<file path="config.mk">
export PLATFORM = sky130hd
export DESIGN_NAME = rr_record_top
export DESIGN_NICKNAME = d
export VERILOG_FILES = /design/src/hdl/rr_pkg.sv /design/src/hdl/rr_csrs.sv /design/src/hdl/rr_log_packer.sv /design/src/hdl/rr_pipe_reg.sv /design/src/hdl/rr_record_top.sv /design/src/hdl/rr_trace_writer.sv
export VERILOG_INCLUDE_DIRS = /design/src /design/src/hdl
export SDC_FILE = /design/constraint.sdc
export NUM_CORES = 2
export LEC_CHECK = 0
export BUFFER_PORTS_ARGS = -buffer_cell sky130_fd_sc_hd__buf_2
export CAP_MARGIN = 30
export CORE_MARGIN = 10
export CORE_UTILIZATION = 55
export DETAILED_ROUTE_END_ITERATION = 7
export PLACE_DENSITY = 0.82
export SLEW_MARGIN = 20
export SYNTH_ARGS = -nofsm -noshare
export SYNTH_HDL_FRONTEND = slang
export SYNTH_SLANG_ARGS = --single-unit
</file>
<file path="constraint.sdc">
create_clock -name clk -period 6.4 [get_ports clk]
set_input_delay 0.64 -clock clk [delete_from_list [all_inputs] [get_ports clk]]
set_output_delay 0.64 -clock clk [all_outputs]
set_load 0.005 [all_outputs]
</file>
<file path="src/hdl/rr_macros.svh">
`ifndef RR_MACROS_SVH
`define RR_MACROS_SVH

// Register file geometry
`define RR_CSR_CNT          16
`define RR_CSR_ADDR_WIDTH   4

// Trace memory holds 2**RR_TRACE_AW words of 32 bits
`define RR_TRACE_AW         6

// Register indices, byte address is index times 4
`define RR_MODE             0
`define BUF_ADDR_LO         1
`define BUF_ADDR_HI         2
`define BUF_SIZE_LO         3
`define BUF_SIZE_HI         4

// Writes to these two also fire a one-cycle command pulse
`define WRITE_BUF_UPDATE    5
`define RECORD_FORCE_FINISH 6

// Live status and readback window
`define TRACE_COUNT         7
`define TRACE_IDX           8
`define TRACE_WORD          9

`endif

</file>
<file path="src/hdl/rr_pkg.sv">
`include "rr_macros.svh"

package rr_pkg;

    // Fields driven by the AXI-lite master
    typedef struct packed {
        logic [31:0] awaddr;
        logic        awvalid;
        logic [31:0] wdata;
        logic [3:0]  wstrb;
        logic        wvalid;
        logic        bready;
        logic [31:0] araddr;
        logic        arvalid;
        logic        rready;
    } axil_req_t;

    // Fields driven by the AXI-lite slave
    typedef struct packed {
        logic        awready;
        logic        wready;
        logic        bvalid;
        logic [1:0]  bresp;
        logic        arready;
        logic        rvalid;
        logic [31:0] rdata;
        logic [1:0]  rresp;
    } axil_rsp_t;

    typedef struct packed {
        logic [3:0]  channel;
        logic [11:0] value;
    } log_entry_t;

    // The earlier entry sits in the low half
    typedef struct packed {
        log_entry_t hi;
        log_entry_t lo;
    } trace_word_t;

    typedef struct packed {
        logic [`RR_TRACE_AW-1:0] buf_addr;
        logic [`RR_TRACE_AW:0]   buf_size;
        logic                    write_buf_update;
        logic                    record_force_finish;
    } storage_csr_t;

    typedef struct packed {
        logic record_en;
        logic replay_en;
    } mode_csr_t;

    localparam log_entry_t pad_entry = '{channel: 4'hf, value: 12'h000};

endpackage

</file>
<file path="src/hdl/rr_csrs.sv">
`timescale 1ns/1ps
`include "rr_macros.svh"

module rr_csrs (
    input  logic                    clk,
    input  logic                    rstn,
    input  rr_pkg::axil_req_t       axil_req,
    output rr_pkg::axil_rsp_t       axil_rsp,
    output rr_pkg::storage_csr_t    storage_csr,
    output rr_pkg::mode_csr_t       mode_csr,
    input  logic [`RR_TRACE_AW:0]   trace_count,
    output logic [`RR_TRACE_AW-1:0] trace_rd_idx,
    input  rr_pkg::trace_word_t     trace_rd_word
);

    logic [31:0] csrs [`RR_CSR_CNT];

    logic awready;
    logic wready;
    logic bvalid;
    logic arready;
    logic rvalid;
    logic [31:0] rdata;

    logic aw_hs;
    logic w_hs;
    logic b_hs;
    logic b_busy;
    logic write_fire;
    logic aw_handled;
    logic w_handled;

    logic [`RR_CSR_ADDR_WIDTH-1:0] wr_idx;
    logic [`RR_CSR_ADDR_WIDTH-1:0] wr_idx_q;
    logic [31:0] wr_data;
    logic [31:0] wr_mask;
    logic [31:0] merge_base;
    logic [31:0] merged;
    logic commit_q;
    logic commit_qq;
    logic wr_allowed;

    logic [`RR_CSR_ADDR_WIDTH-1:0] rd_idx;
    logic ar_hs;
    logic r_hs;
    logic r_busy;

    assign aw_hs = axil_req.awvalid & awready;
    assign w_hs = axil_req.wvalid & wready;
    assign b_hs = bvalid & axil_req.bready;
    assign b_busy = bvalid & ~axil_req.bready;

    // Both halves of a write are in once each channel is either accepted now or held
    assign write_fire = (aw_hs | aw_handled) & (w_hs | w_handled);

    assign awready = ~aw_handled & ~b_busy;
    assign wready = ~w_handled & ~b_busy;

    always_ff @(posedge clk) begin
        if (~rstn) begin
            aw_handled <= 1'b0;
            w_handled <= 1'b0;
            bvalid <= 1'b0;
            commit_q <= 1'b0;
            commit_qq <= 1'b0;
        end else begin
            if (write_fire) begin
                aw_handled <= 1'b0;
                w_handled <= 1'b0;
            end else begin
                if (aw_hs) begin
                    aw_handled <= 1'b1;
                end
                if (w_hs) begin
                    w_handled <= 1'b1;
                end
            end
            if (write_fire) begin
                bvalid <= 1'b1;
            end else if (b_hs) begin
                bvalid <= 1'b0;
            end
            commit_q <= write_fire;
            commit_qq <= commit_q;
        end
    end

    // A commit still in flight to the same register forwards its merged value
    assign merge_base = (commit_qq && wr_idx_q == wr_idx) ? merged : csrs[wr_idx];

    always_ff @(posedge clk) begin
        if (aw_hs) begin
            wr_idx <= axil_req.awaddr[2 +: `RR_CSR_ADDR_WIDTH];
        end
        if (w_hs) begin
            wr_data <= axil_req.wdata;
            for (int i = 0; i < 4; i++) begin
                wr_mask[8*i +: 8] <= {8{axil_req.wstrb[i]}};
            end
        end
        wr_idx_q <= wr_idx;
        if (commit_q) begin
            merged <= (wr_mask & wr_data) | (~wr_mask & merge_base);
        end
    end

    // Status and window registers are driven from live inputs
    assign wr_allowed = (wr_idx_q != `TRACE_COUNT) && (wr_idx_q != `TRACE_WORD);

    always_ff @(posedge clk) begin
        if (~rstn) begin
            for (int i = 0; i < `RR_CSR_CNT; i++) begin
                csrs[i] <= 32'h0;
            end
        end else if (commit_qq && wr_allowed) begin
            csrs[wr_idx_q] <= merged;
        end
    end

    // Reads wait for pending commits so they never see stale data
    assign r_busy = rvalid & ~axil_req.rready;
    assign arready = ~r_busy & ~commit_q & ~commit_qq;
    assign ar_hs = axil_req.arvalid & arready;
    assign r_hs = rvalid & axil_req.rready;
    assign rd_idx = axil_req.araddr[2 +: `RR_CSR_ADDR_WIDTH];

    always_ff @(posedge clk) begin
        if (~rstn) begin
            rvalid <= 1'b0;
        end else if (ar_hs) begin
            rvalid <= 1'b1;
        end else if (r_hs) begin
            rvalid <= 1'b0;
        end
    end

    always_ff @(posedge clk) begin
        if (ar_hs) begin
            case (rd_idx)
                `TRACE_COUNT: rdata <= 32'(trace_count);
                `TRACE_WORD:  rdata <= trace_rd_word;
                default:      rdata <= csrs[rd_idx];
            endcase
        end
    end

    assign axil_rsp = '{
        awready: awready,
        wready:  wready,
        bvalid:  bvalid,
        bresp:   2'b00,
        arready: arready,
        rvalid:  rvalid,
        rdata:   rdata,
        rresp:   2'b00
    };

    assign storage_csr = '{
        buf_addr:            csrs[`BUF_ADDR_LO][`RR_TRACE_AW-1:0],
        buf_size:            csrs[`BUF_SIZE_LO][`RR_TRACE_AW:0],
        write_buf_update:    commit_q && (wr_idx == `WRITE_BUF_UPDATE),
        record_force_finish: commit_q && (wr_idx == `RECORD_FORCE_FINISH)
    };

    assign mode_csr = '{
        record_en: csrs[`RR_MODE][0],
        replay_en: csrs[`RR_MODE][1]
    };

    assign trace_rd_idx = csrs[`TRACE_IDX][`RR_TRACE_AW-1:0];

endmodule

</file>
<file path="src/hdl/rr_log_packer.sv">
`timescale 1ns/1ps

module rr_log_packer (
    input  logic                clk,
    input  logic                rstn,
    input  logic                record_en,
    input  logic                flush,
    input  rr_pkg::log_entry_t  in_entry,
    input  logic                in_valid,
    output logic                in_ready,
    output rr_pkg::trace_word_t out_word,
    output logic                out_valid,
    input  logic                out_ready
);

    rr_pkg::log_entry_t half_entry;
    logic half_valid;
    logic out_free;
    logic take;
    logic flush_pend;
    logic flush_req;
    logic flush_do;

    assign out_free = ~out_valid | out_ready;
    assign in_ready = out_free;

    // With recording off, entries are consumed and thrown away
    assign take = in_valid & in_ready & record_en;

    // A flush that meets a busy output slot or a new entry waits a cycle
    assign flush_req = flush | flush_pend;
    assign flush_do = flush_req & out_free & ~take;

    always_ff @(posedge clk) begin
        if (~rstn) begin
            half_valid <= 1'b0;
            out_valid <= 1'b0;
            flush_pend <= 1'b0;
        end else begin
            flush_pend <= flush_req & ~flush_do;
            if (out_valid && out_ready) begin
                out_valid <= 1'b0;
            end
            if (take) begin
                half_valid <= ~half_valid;
                if (half_valid) begin
                    out_valid <= 1'b1;
                end
            end else if (flush_do && half_valid) begin
                half_valid <= 1'b0;
                out_valid <= 1'b1;
            end
        end
    end

    always_ff @(posedge clk) begin
        if (take && !half_valid) begin
            half_entry <= in_entry;
        end
        if (take && half_valid) begin
            out_word <= '{hi: in_entry, lo: half_entry};
        end else if (flush_do && half_valid) begin
            out_word <= '{hi: rr_pkg::pad_entry, lo: half_entry};
        end
    end

endmodule

</file>
<file path="src/hdl/rr_pipe_reg.sv">
`timescale 1ns/1ps

module rr_pipe_reg #(
    parameter type payload_t = logic [31:0]
) (
    input  logic     clk,
    input  logic     rstn,
    input  payload_t in_data,
    input  logic     in_valid,
    output logic     in_ready,
    output payload_t out_data,
    output logic     out_valid,
    input  logic     out_ready
);

    payload_t main_data;
    payload_t skid_data;
    logic main_valid;
    logic skid_valid;
    logic advance;

    // The main slot can take a new item when empty or when draining this cycle
    assign advance = ~main_valid | out_ready;

    // Ready depends only on local state, so no combinational path runs upstream
    assign in_ready = ~skid_valid;

    assign out_data = main_data;
    assign out_valid = main_valid;

    always_ff @(posedge clk) begin
        if (~rstn) begin
            main_valid <= 1'b0;
            skid_valid <= 1'b0;
        end else if (advance) begin
            if (skid_valid) begin
                main_valid <= 1'b1;
                skid_valid <= 1'b0;
            end else begin
                main_valid <= in_valid;
            end
        end else if (in_valid && in_ready) begin
            // Main is stalled, park the item in the skid slot
            skid_valid <= 1'b1;
        end
    end

    always_ff @(posedge clk) begin
        if (advance) begin
            main_data <= skid_valid ? skid_data : in_data;
        end else if (in_valid && in_ready) begin
            skid_data <= in_data;
        end
    end

endmodule

</file>
<file path="src/hdl/rr_record_top.sv">
`timescale 1ns/1ps
`include "rr_macros.svh"

module rr_record_top (
    input  logic               clk,
    input  logic               rstn,
    input  rr_pkg::axil_req_t  axil_req,
    output rr_pkg::axil_rsp_t  axil_rsp,
    input  rr_pkg::log_entry_t entry,
    input  logic               entry_valid,
    output logic               entry_ready
);

    rr_pkg::storage_csr_t storage_csr;
    rr_pkg::mode_csr_t mode_csr;

    logic [`RR_TRACE_AW:0] trace_count;
    logic [`RR_TRACE_AW-1:0] trace_rd_idx;
    rr_pkg::trace_word_t trace_rd_word;

    // Entry stage between the input stream and the packer
    rr_pkg::log_entry_t ent_data;
    logic ent_valid;
    logic ent_ready;

    // Packed words on their way to the ring buffer
    rr_pkg::trace_word_t pk_word;
    logic pk_valid;
    logic pk_ready;
    rr_pkg::trace_word_t wr_word;
    logic wr_valid;
    logic wr_ready;

    rr_csrs u_csrs (
        .clk           (clk),
        .rstn          (rstn),
        .axil_req      (axil_req),
        .axil_rsp      (axil_rsp),
        .storage_csr   (storage_csr),
        .mode_csr      (mode_csr),
        .trace_count   (trace_count),
        .trace_rd_idx  (trace_rd_idx),
        .trace_rd_word (trace_rd_word)
    );

    rr_pipe_reg #(
        .payload_t (rr_pkg::log_entry_t)
    ) u_entry_pipe (
        .clk       (clk),
        .rstn      (rstn),
        .in_data   (entry),
        .in_valid  (entry_valid),
        .in_ready  (entry_ready),
        .out_data  (ent_data),
        .out_valid (ent_valid),
        .out_ready (ent_ready)
    );

    rr_log_packer u_packer (
        .clk       (clk),
        .rstn      (rstn),
        .record_en (mode_csr.record_en),
        .flush     (storage_csr.record_force_finish),
        .in_entry  (ent_data),
        .in_valid  (ent_valid),
        .in_ready  (ent_ready),
        .out_word  (pk_word),
        .out_valid (pk_valid),
        .out_ready (pk_ready)
    );

    rr_pipe_reg #(
        .payload_t (rr_pkg::trace_word_t)
    ) u_word_pipe (
        .clk       (clk),
        .rstn      (rstn),
        .in_data   (pk_word),
        .in_valid  (pk_valid),
        .in_ready  (pk_ready),
        .out_data  (wr_word),
        .out_valid (wr_valid),
        .out_ready (wr_ready)
    );

    rr_trace_writer u_writer (
        .clk           (clk),
        .rstn          (rstn),
        .storage_csr   (storage_csr),
        .in_word       (wr_word),
        .in_valid      (wr_valid),
        .in_ready      (wr_ready),
        .trace_count   (trace_count),
        .trace_rd_word (trace_rd_word),
        .trace_rd_idx  (trace_rd_idx)
    );

endmodule

</file>
<file path="src/hdl/rr_trace_writer.sv">
`timescale 1ns/1ps
`include "rr_macros.svh"

module rr_trace_writer (
    input  logic                    clk,
    input  logic                    rstn,
    input  rr_pkg::storage_csr_t    storage_csr,
    input  rr_pkg::trace_word_t     in_word,
    input  logic                    in_valid,
    output logic                    in_ready,
    output logic [`RR_TRACE_AW:0]   trace_count,
    output rr_pkg::trace_word_t     trace_rd_word,
    input  logic [`RR_TRACE_AW-1:0] trace_rd_idx
);

    localparam int unsigned DEPTH = 1 << `RR_TRACE_AW;

    rr_pkg::trace_word_t mem [DEPTH];

    logic [`RR_TRACE_AW-1:0] wr_ptr;
    logic [`RR_TRACE_AW:0]   wr_ptr_inc;
    logic [`RR_TRACE_AW:0]   count;
    logic [`RR_TRACE_AW-1:0] wr_addr;
    logic [`RR_TRACE_AW-1:0] rd_addr;
    logic accept;

    // Stop taking words once the ring is full, and during a buffer reset
    assign in_ready = (count < storage_csr.buf_size) & ~storage_csr.write_buf_update;
    assign accept = in_valid & in_ready;

    assign wr_ptr_inc = {1'b0, wr_ptr} + 1'b1;

    // The address sums wrap at the memory size
    assign wr_addr = storage_csr.buf_addr + wr_ptr;
    assign rd_addr = storage_csr.buf_addr + trace_rd_idx;

    always_ff @(posedge clk) begin
        if (~rstn) begin
            wr_ptr <= '0;
            count <= '0;
        end else if (storage_csr.write_buf_update) begin
            wr_ptr <= '0;
            count <= '0;
        end else if (accept) begin
            count <= count + 1'b1;
            if (wr_ptr_inc >= storage_csr.buf_size) begin
                wr_ptr <= '0;
            end else begin
                wr_ptr <= wr_ptr_inc[`RR_TRACE_AW-1:0];
            end
        end
    end

    always_ff @(posedge clk) begin
        if (accept) begin
            mem[wr_addr] <= in_word;
        end
    end

    assign trace_rd_word = mem[rd_addr];
    assign trace_count = count;

endmodule

</file>
---- Word level (Yosys, flattened, before mapping) ----
Memories as Yosys holds them, arrays and structs flattened. A register that Yosys moved wholly into a read port is not among the register bits.
Cells that the tools add are included.
operators by class
  $add $sub $neg .......................... 4
  $lt $le $gt $ge ......................... 2
  equal/unequal tests ..................... 7
  mux-type cells .......................... 29
  bitwise logic cells ..................... 49
  reduce and logical (&&, ||, !) cells .... 22
operators by type and width
  cell                                                                    count
  32-bit 2-to-1 mux                                                       5
  32-bit AND                                                              2
  32-bit case mux with 2 select lines                                     1
  32-bit NOT                                                              1
  32-bit OR                                                               1
  32-bit OR reduction                                                     1
  1-bit NOT                                                               20
  1-bit AND                                                               19
  1-bit 2-to-1 mux                                                        19
  16-bit 2-to-1 mux                                                       1
  6-bit adder                                                             2
  4-bit by 3-bit equality test with 1-bit output (second input constant)  3
  1-bit logical AND                                                       10
  4-bit 2-to-1 mux                                                        2
  2-bit nonzero test                                                      4
  2-bit OR reduction                                                      4
  6-bit by 1-bit adder with 7-bit output (second input constant)          1
  7-bit by 1-bit adder with 7-bit output (second input constant)          1
  7-bit greater-or-equal comparator                                       1
  7-bit less-than comparator                                              1
  6-bit 2-to-1 mux                                                        1
  1-bit OR                                                                6
  4-bit equality test                                                     1
  4-bit equality test (second input constant)                             1
  other kinds (4)                                                         5
word-level totals
  flip-flop bits (word level) ............. 299
  memory bits (writable) .................. 2,560
  logic and storage cells ................. 154
  memories kept ........................... 2
memories
  name          words  bits a word  rd ports  clocked after memory_dff  write ports  RTL line               source
  u_writer.mem  64     32           1         0                         1            rr_trace_writer.sv:18  rr_pkg::trace_word_t mem [DEPTH];
  u_csrs.csrs   16     32           6         1                         16           rr_csrs.sv:16          logic [31:0] csrs [`RR_CSR_CNT];

---- Logic depth before layout (Yosys ltp) ----
  word-level depth ........................ 9
  gate-level depth with buffers ........... 13
  depth with buffers taken out ............ 10

---- Hierarchy ----
From an unflattened synthesis, not the netlist that was laid out.
second synthesis, totals
  cells, all modules ...................... 5,532
  area total of the unflattened synthesis .. 116,137.6 sq um
by module, submodules not included
  module                      times used  cells an instance  area each (sq um)
  rr_trace_writer             1           3,397              79,671.4
  rr_csrs                     1           1,888              30,938.4
  rr_pipe_reg (u_word_pipe)   1           108                2,538.7
  rr_log_packer               1           81                 1,706.6
  rr_pipe_reg (u_entry_pipe)  1           58                 1,282.5

---- Worst setup path before layout ----
Ideal clock, no wire load.
  path kind ............................... register to register
  start ................................... memory u_csrs.csrs[3][1]
  end ..................................... register u_word_pipe.skid_data[0] (netlist name) (enable)
  library setup time ...................... 665 ps
  data arrival time ....................... 5,309 ps
  data required time ...................... 5,735 ps
  setup slack ............................. 425 ps
  stages on the path, launching flop included .. 9
  buffers on the path ..................... 0
  clock period less this slack ............ 5,975 ps
  path through ............................ edfxtp_1 -> inv_1 -> ha_1 -> a21o_1 -> a21oi_1 -> o21ai_1 -> and3_1 -> o21ai_0 -> nor3b_1
RTL lines
  element               RTL line           source
  start, declared       rr_csrs.sv:16
  end signal, assigned  rr_pipe_reg.sv:52  skid_data <= in_data;
  end, declared         rr_pipe_reg.sv:17  payload_t skid_data;

==> impl_metrics.csv <==
group,metric,value,unit
setup_path,critical_path.max_fanout,59,
routing,drt_iter0_markers,10700,
pwr,p_sw,0.00878,W
setup_path,critPathLaunch,"u_csrs.csrs[8][2]$_SDFFCE_PN0P_",
pwr,swShare,0.219,
global_routing,grt_max_degree,114,
layout,design_area,130000,µm²
place,pre_cts_ws,1.70,ns
floorplanning,die_h,478,µm
floorplanning,start_util,0.554,
setup_path,worstPathCellList,"ha_1 -> nor2_1 -> nor3b_1 -> or2_4 -> buf_12 -> buf_4 -> nand2_1 -> nand3_1 -> nand4_1 -> o211ai_1",
global_routing,grt_usage,0.277,
setup_path,worstReg2RegStart,"u_csrs.csrs[8][2]$_SDFFCE_PN0P_",
global_routing,grt_pass1_vias,63600,
clocking,ctsLongestPathBuffers,4,
sta,slew_viol_final,0,
synthesis,synth_top_area_cell,"edfxtp_1",
global_routing,grt_pass1_wl,458000,µm
pwr,power,0.0400,W
layout,drive_above_1_share,0.290,
job,max_cap_violations,0,
synthesis,yosysTopAreaCellShare,0.732,
setup_path,critPathMaxStageDelay,0.84,ns
floorplanning,io_pins,166,
pwr,cellPowerDensity,307,nW/µm²
sta,worst_slew_pin_slew,1.09,ns
sta,post-route-period-util,0.758,
clocking,path_clk_slew,0.07,ns
clocking,cts_tree,"done",
setup_path,critPathBufInv,2,
layout,finalNetCount,6050,
synthesis,synthFlopType,"edfxtp_1",
setup_path,endpoint_kind,"flop",
setup_path,critPathArrivalTime,5.62,ns
global_routing,overflow,0,
synthesis,async_reset_ff_frac,0,
synthesis,ys_ff_latch,2842,
hold_path,min_path_type,"input pin to flop",
sta,fmax,0.206,GHz
routing,routed_wl,322000,µm
clocking,cts-buffers-inserted,288,
clocking,clk_latency,0.95,ns
clocking,clock_sinks,2842,
synthesis,netlist_instances,5514,
synthesis,synth-edff-count,2808,
setup_path,path_delay_family,"simple AND/OR/NAND/NOR gates",
synthesis,avgSynthCellArea,20.9,µm²
sta,setup_tns,0,ns
synthesis,synthTopCellsByArea,"edfxtp_1, mux4_2, and2_1, nand2_1, clkbuf_1",
routing,vias,61800,
layout,syn_to_final_growth,13.2,%
clocking,cts_setup_buffers,0,
sta,finalSetupViolations,0,
place,placed_area,121000,µm²
routing,drc,0,
status,status,"complete, no violations",
clocking,h-tree-depth,5,
layout,final_util,0.627,
pwr,power_frac_comb,0.069,
sta,layout_setup_ws,1.55,ns
sta,slew_headroom,0.272,
floorplanning,dieArea,228000,µm²
floorplanning,die_w,478,µm
pwr,p_leak,43.6,nW
synthesis,synthDistinctLibCells,56,
sta,period_minus_slack,4.85,ns
pwr,intPower,0.0312,W
floorplanning,core.rowCount,167,
pwr,power_frac_seq,0.516,
setup_path,cp-start-kind,"flop",
place,gp_congestion,0.860,
sta,hold_viol,0,
clocking,cts-root-buf,"clkbuf_16",
setup_path,path_class,"flop to flop",
synthesis,yosysWarnings,0,
pwr,p_clk_frac,0.416,
synthesis,mappedNetlistArea,115000,µm²
global_routing,antenna_found_initial,15,
pwr,irDropWorstVdd,241,µV
setup_path,cp_data_required_time,7.16,ns
routing,ant_nets,0,
routing,wire_per_inst,36.2,µm
sta,rsz0062_at_grt,"no",
sta,clock_skew,0.0807,ns
synthesis,yosysSeqAreaShare,0.738,
routing,drt_pass1_iterations,8,
place,io_buffers,105,
routing,vias_per_cell,6.95,
place,dp_hpwl,171000,µm
setup_path,worst_path_max_delay_cell,"or2_4",
hold_path,hp-start,"axil_req[35]",
floorplanning,core_area,208000,µm²
## cell usage after synthesis, types with 4 or more instances
cell type / number
dfxtp_1: 34
a21oi_1: 33
buf_1: 30
or4_1: 4
mux2i_1: 21
or3_1: 10
clkbuf_1: 209
a22o_1: 33
o21ai_0: 19
mux4_2: 891
o211ai_1: 19
nand2b_1: 10
a221oi_1: 5
and2_1: 473
nor3_1: 9
a21o_1: 4
buf_6: 6
nor3b_1: 6
xnor2_1: 15
a32oi_1: 15
o22ai_1: 6
mux2_2: 51
xor2_1: 5
o21a_1: 6
a211oi_1: 6
edfxtp_1: 2808
buf_4: 15
inv_1: 20
nand3_1: 120
nor2b_1: 11
a22oi_1: 33
nand2_1: 289
nor2_1: 102
buf_2: 98
ha_1: 25
nand4_1: 37
## kinds of logic (layout without fill, tap and decap cells)
logic type / after synthesis / count (layout) / share of synthesized area
other cells: 1 / 73 / 0.0000326
compound gates: 199 / 199 / 0.0124
mux: 963 / 963 / 0.181
xor+xnor: 20 / 20 / 0.00152
fa+ha+maj: 27 / 27 / 0.00306
flops: 2842 / 2842 / 0.738
simple gates: 1083 / 1083 / 0.0492
buf+inv: 379 / 899 / 0.0143
## worst min-delay path, cell delays in order
cell	delay, ns
buf_2	0.10
a21oi_1	0.09
nor2_1	0.10
## final timing paths
kind / end / slack, ns / cells after the start
worst max register to register: u_csrs.rdata[28]$_DFFE_PP_ / 1.55 / 10
worst min-delay path: u_csrs.commit_q$_SDFF_PN0_ / 0.08 / 3
worst min register to register: u_packer.out_word[7]$_DFFE_PP_ / 0.37 / 0
worst max-delay path: u_csrs.rdata[28]$_DFFE_PP_ / 1.55 / 10
## stage by stage
stage,std cells,hold WS (ns)
after CTS,8881,0.0219
final,8894,0.0761
after detailed placement,8333,0.402
after floorplan,5581,0.371
after global placement,8323,0.383
after global routing,8892,0.0656
## layout by cell type (no fill, tap or decap), types with 24 or more instances in the layout
cell,count
buf_4,193
a22oi_1,33
nand4_1,37
a21oi_1,31
mux2_2,51
clkinv_1,64
clkbuf_16,297
edfxtp_1,2808
nand3_1,120
and2_1,470
buf_2,103
nor2_1,27
conb_1,68
clkbuf_1,51
a22o_1,33
dlygate4sd3_1,56
nand2_1,289
bufinv_16,28
clkinv_2,36
mux4_2,891
ha_1,24
dfxtp_1,30
nor2_4,65
## flip-flops by register name, summed over array words and instances, names as in the netlist, 4 cells and up, named ones only
name and cells:
u_entry_pipe.skid_data 16, u_writer.mem 2048, u_packer.out_word 32, u_packer.half_entry 16, u_word_pipe.skid_data 32, u_writer.trace_count 7, u_csrs.wr_mask 4, u_csrs.wr_idx 4
u_csrs.csrs 512, u_csrs.rdata 32, u_word_pipe.out_data 32, u_entry_pipe.out_data 16, u_csrs.wr_data 32, u_writer.wr_ptr 6, u_csrs.wr_idx_q 4
## per-layer routing
layer | vias to the layer above | part of all wire | track usage
met5 | - | 0.00024 | 0
met4 | 12 | 0.063 | 0.145
met3 | 1230 | 0.13 | 0.0751
met2 | 5410 | 0.49 | 0.449
met1 | 31700 | 0.32 | 0.344
li1 | 23400 | - | -
## final cells by class
type / instances / area [µm²]
inverter: 21 / 78.8
clock buffer: 349 / 7640
sequential: 2842 / 85000
antenna: 5 / 12.5
fill: 13000 / 77400
multi-input combinational: 2360 / 29500
clock inverter: 143 / 1390
timing repair buffer: 386 / 3220
tap: 2788 / 3490
## repair_timing
item,4_1_cts,5_1_grt
gates resized for setup,0,0
endpoints found under the hold margin,61,0
hold buffers,56,0
## power by group through the flow
stage	Combinational (W)	Clock [W]	Sequential (W)
after floorplan	0.00177	0	0.0209
after global placement	0.00254	0	0.0210
after detailed placement	0.00259	0	0.0210
after CTS	0.00269	0.0167	0.0206
after global routing	0.00285	0.0173	0.0206
final	0.00275	0.0166	0.0206
Note: power is estimated with default switching activity, not from simulation.
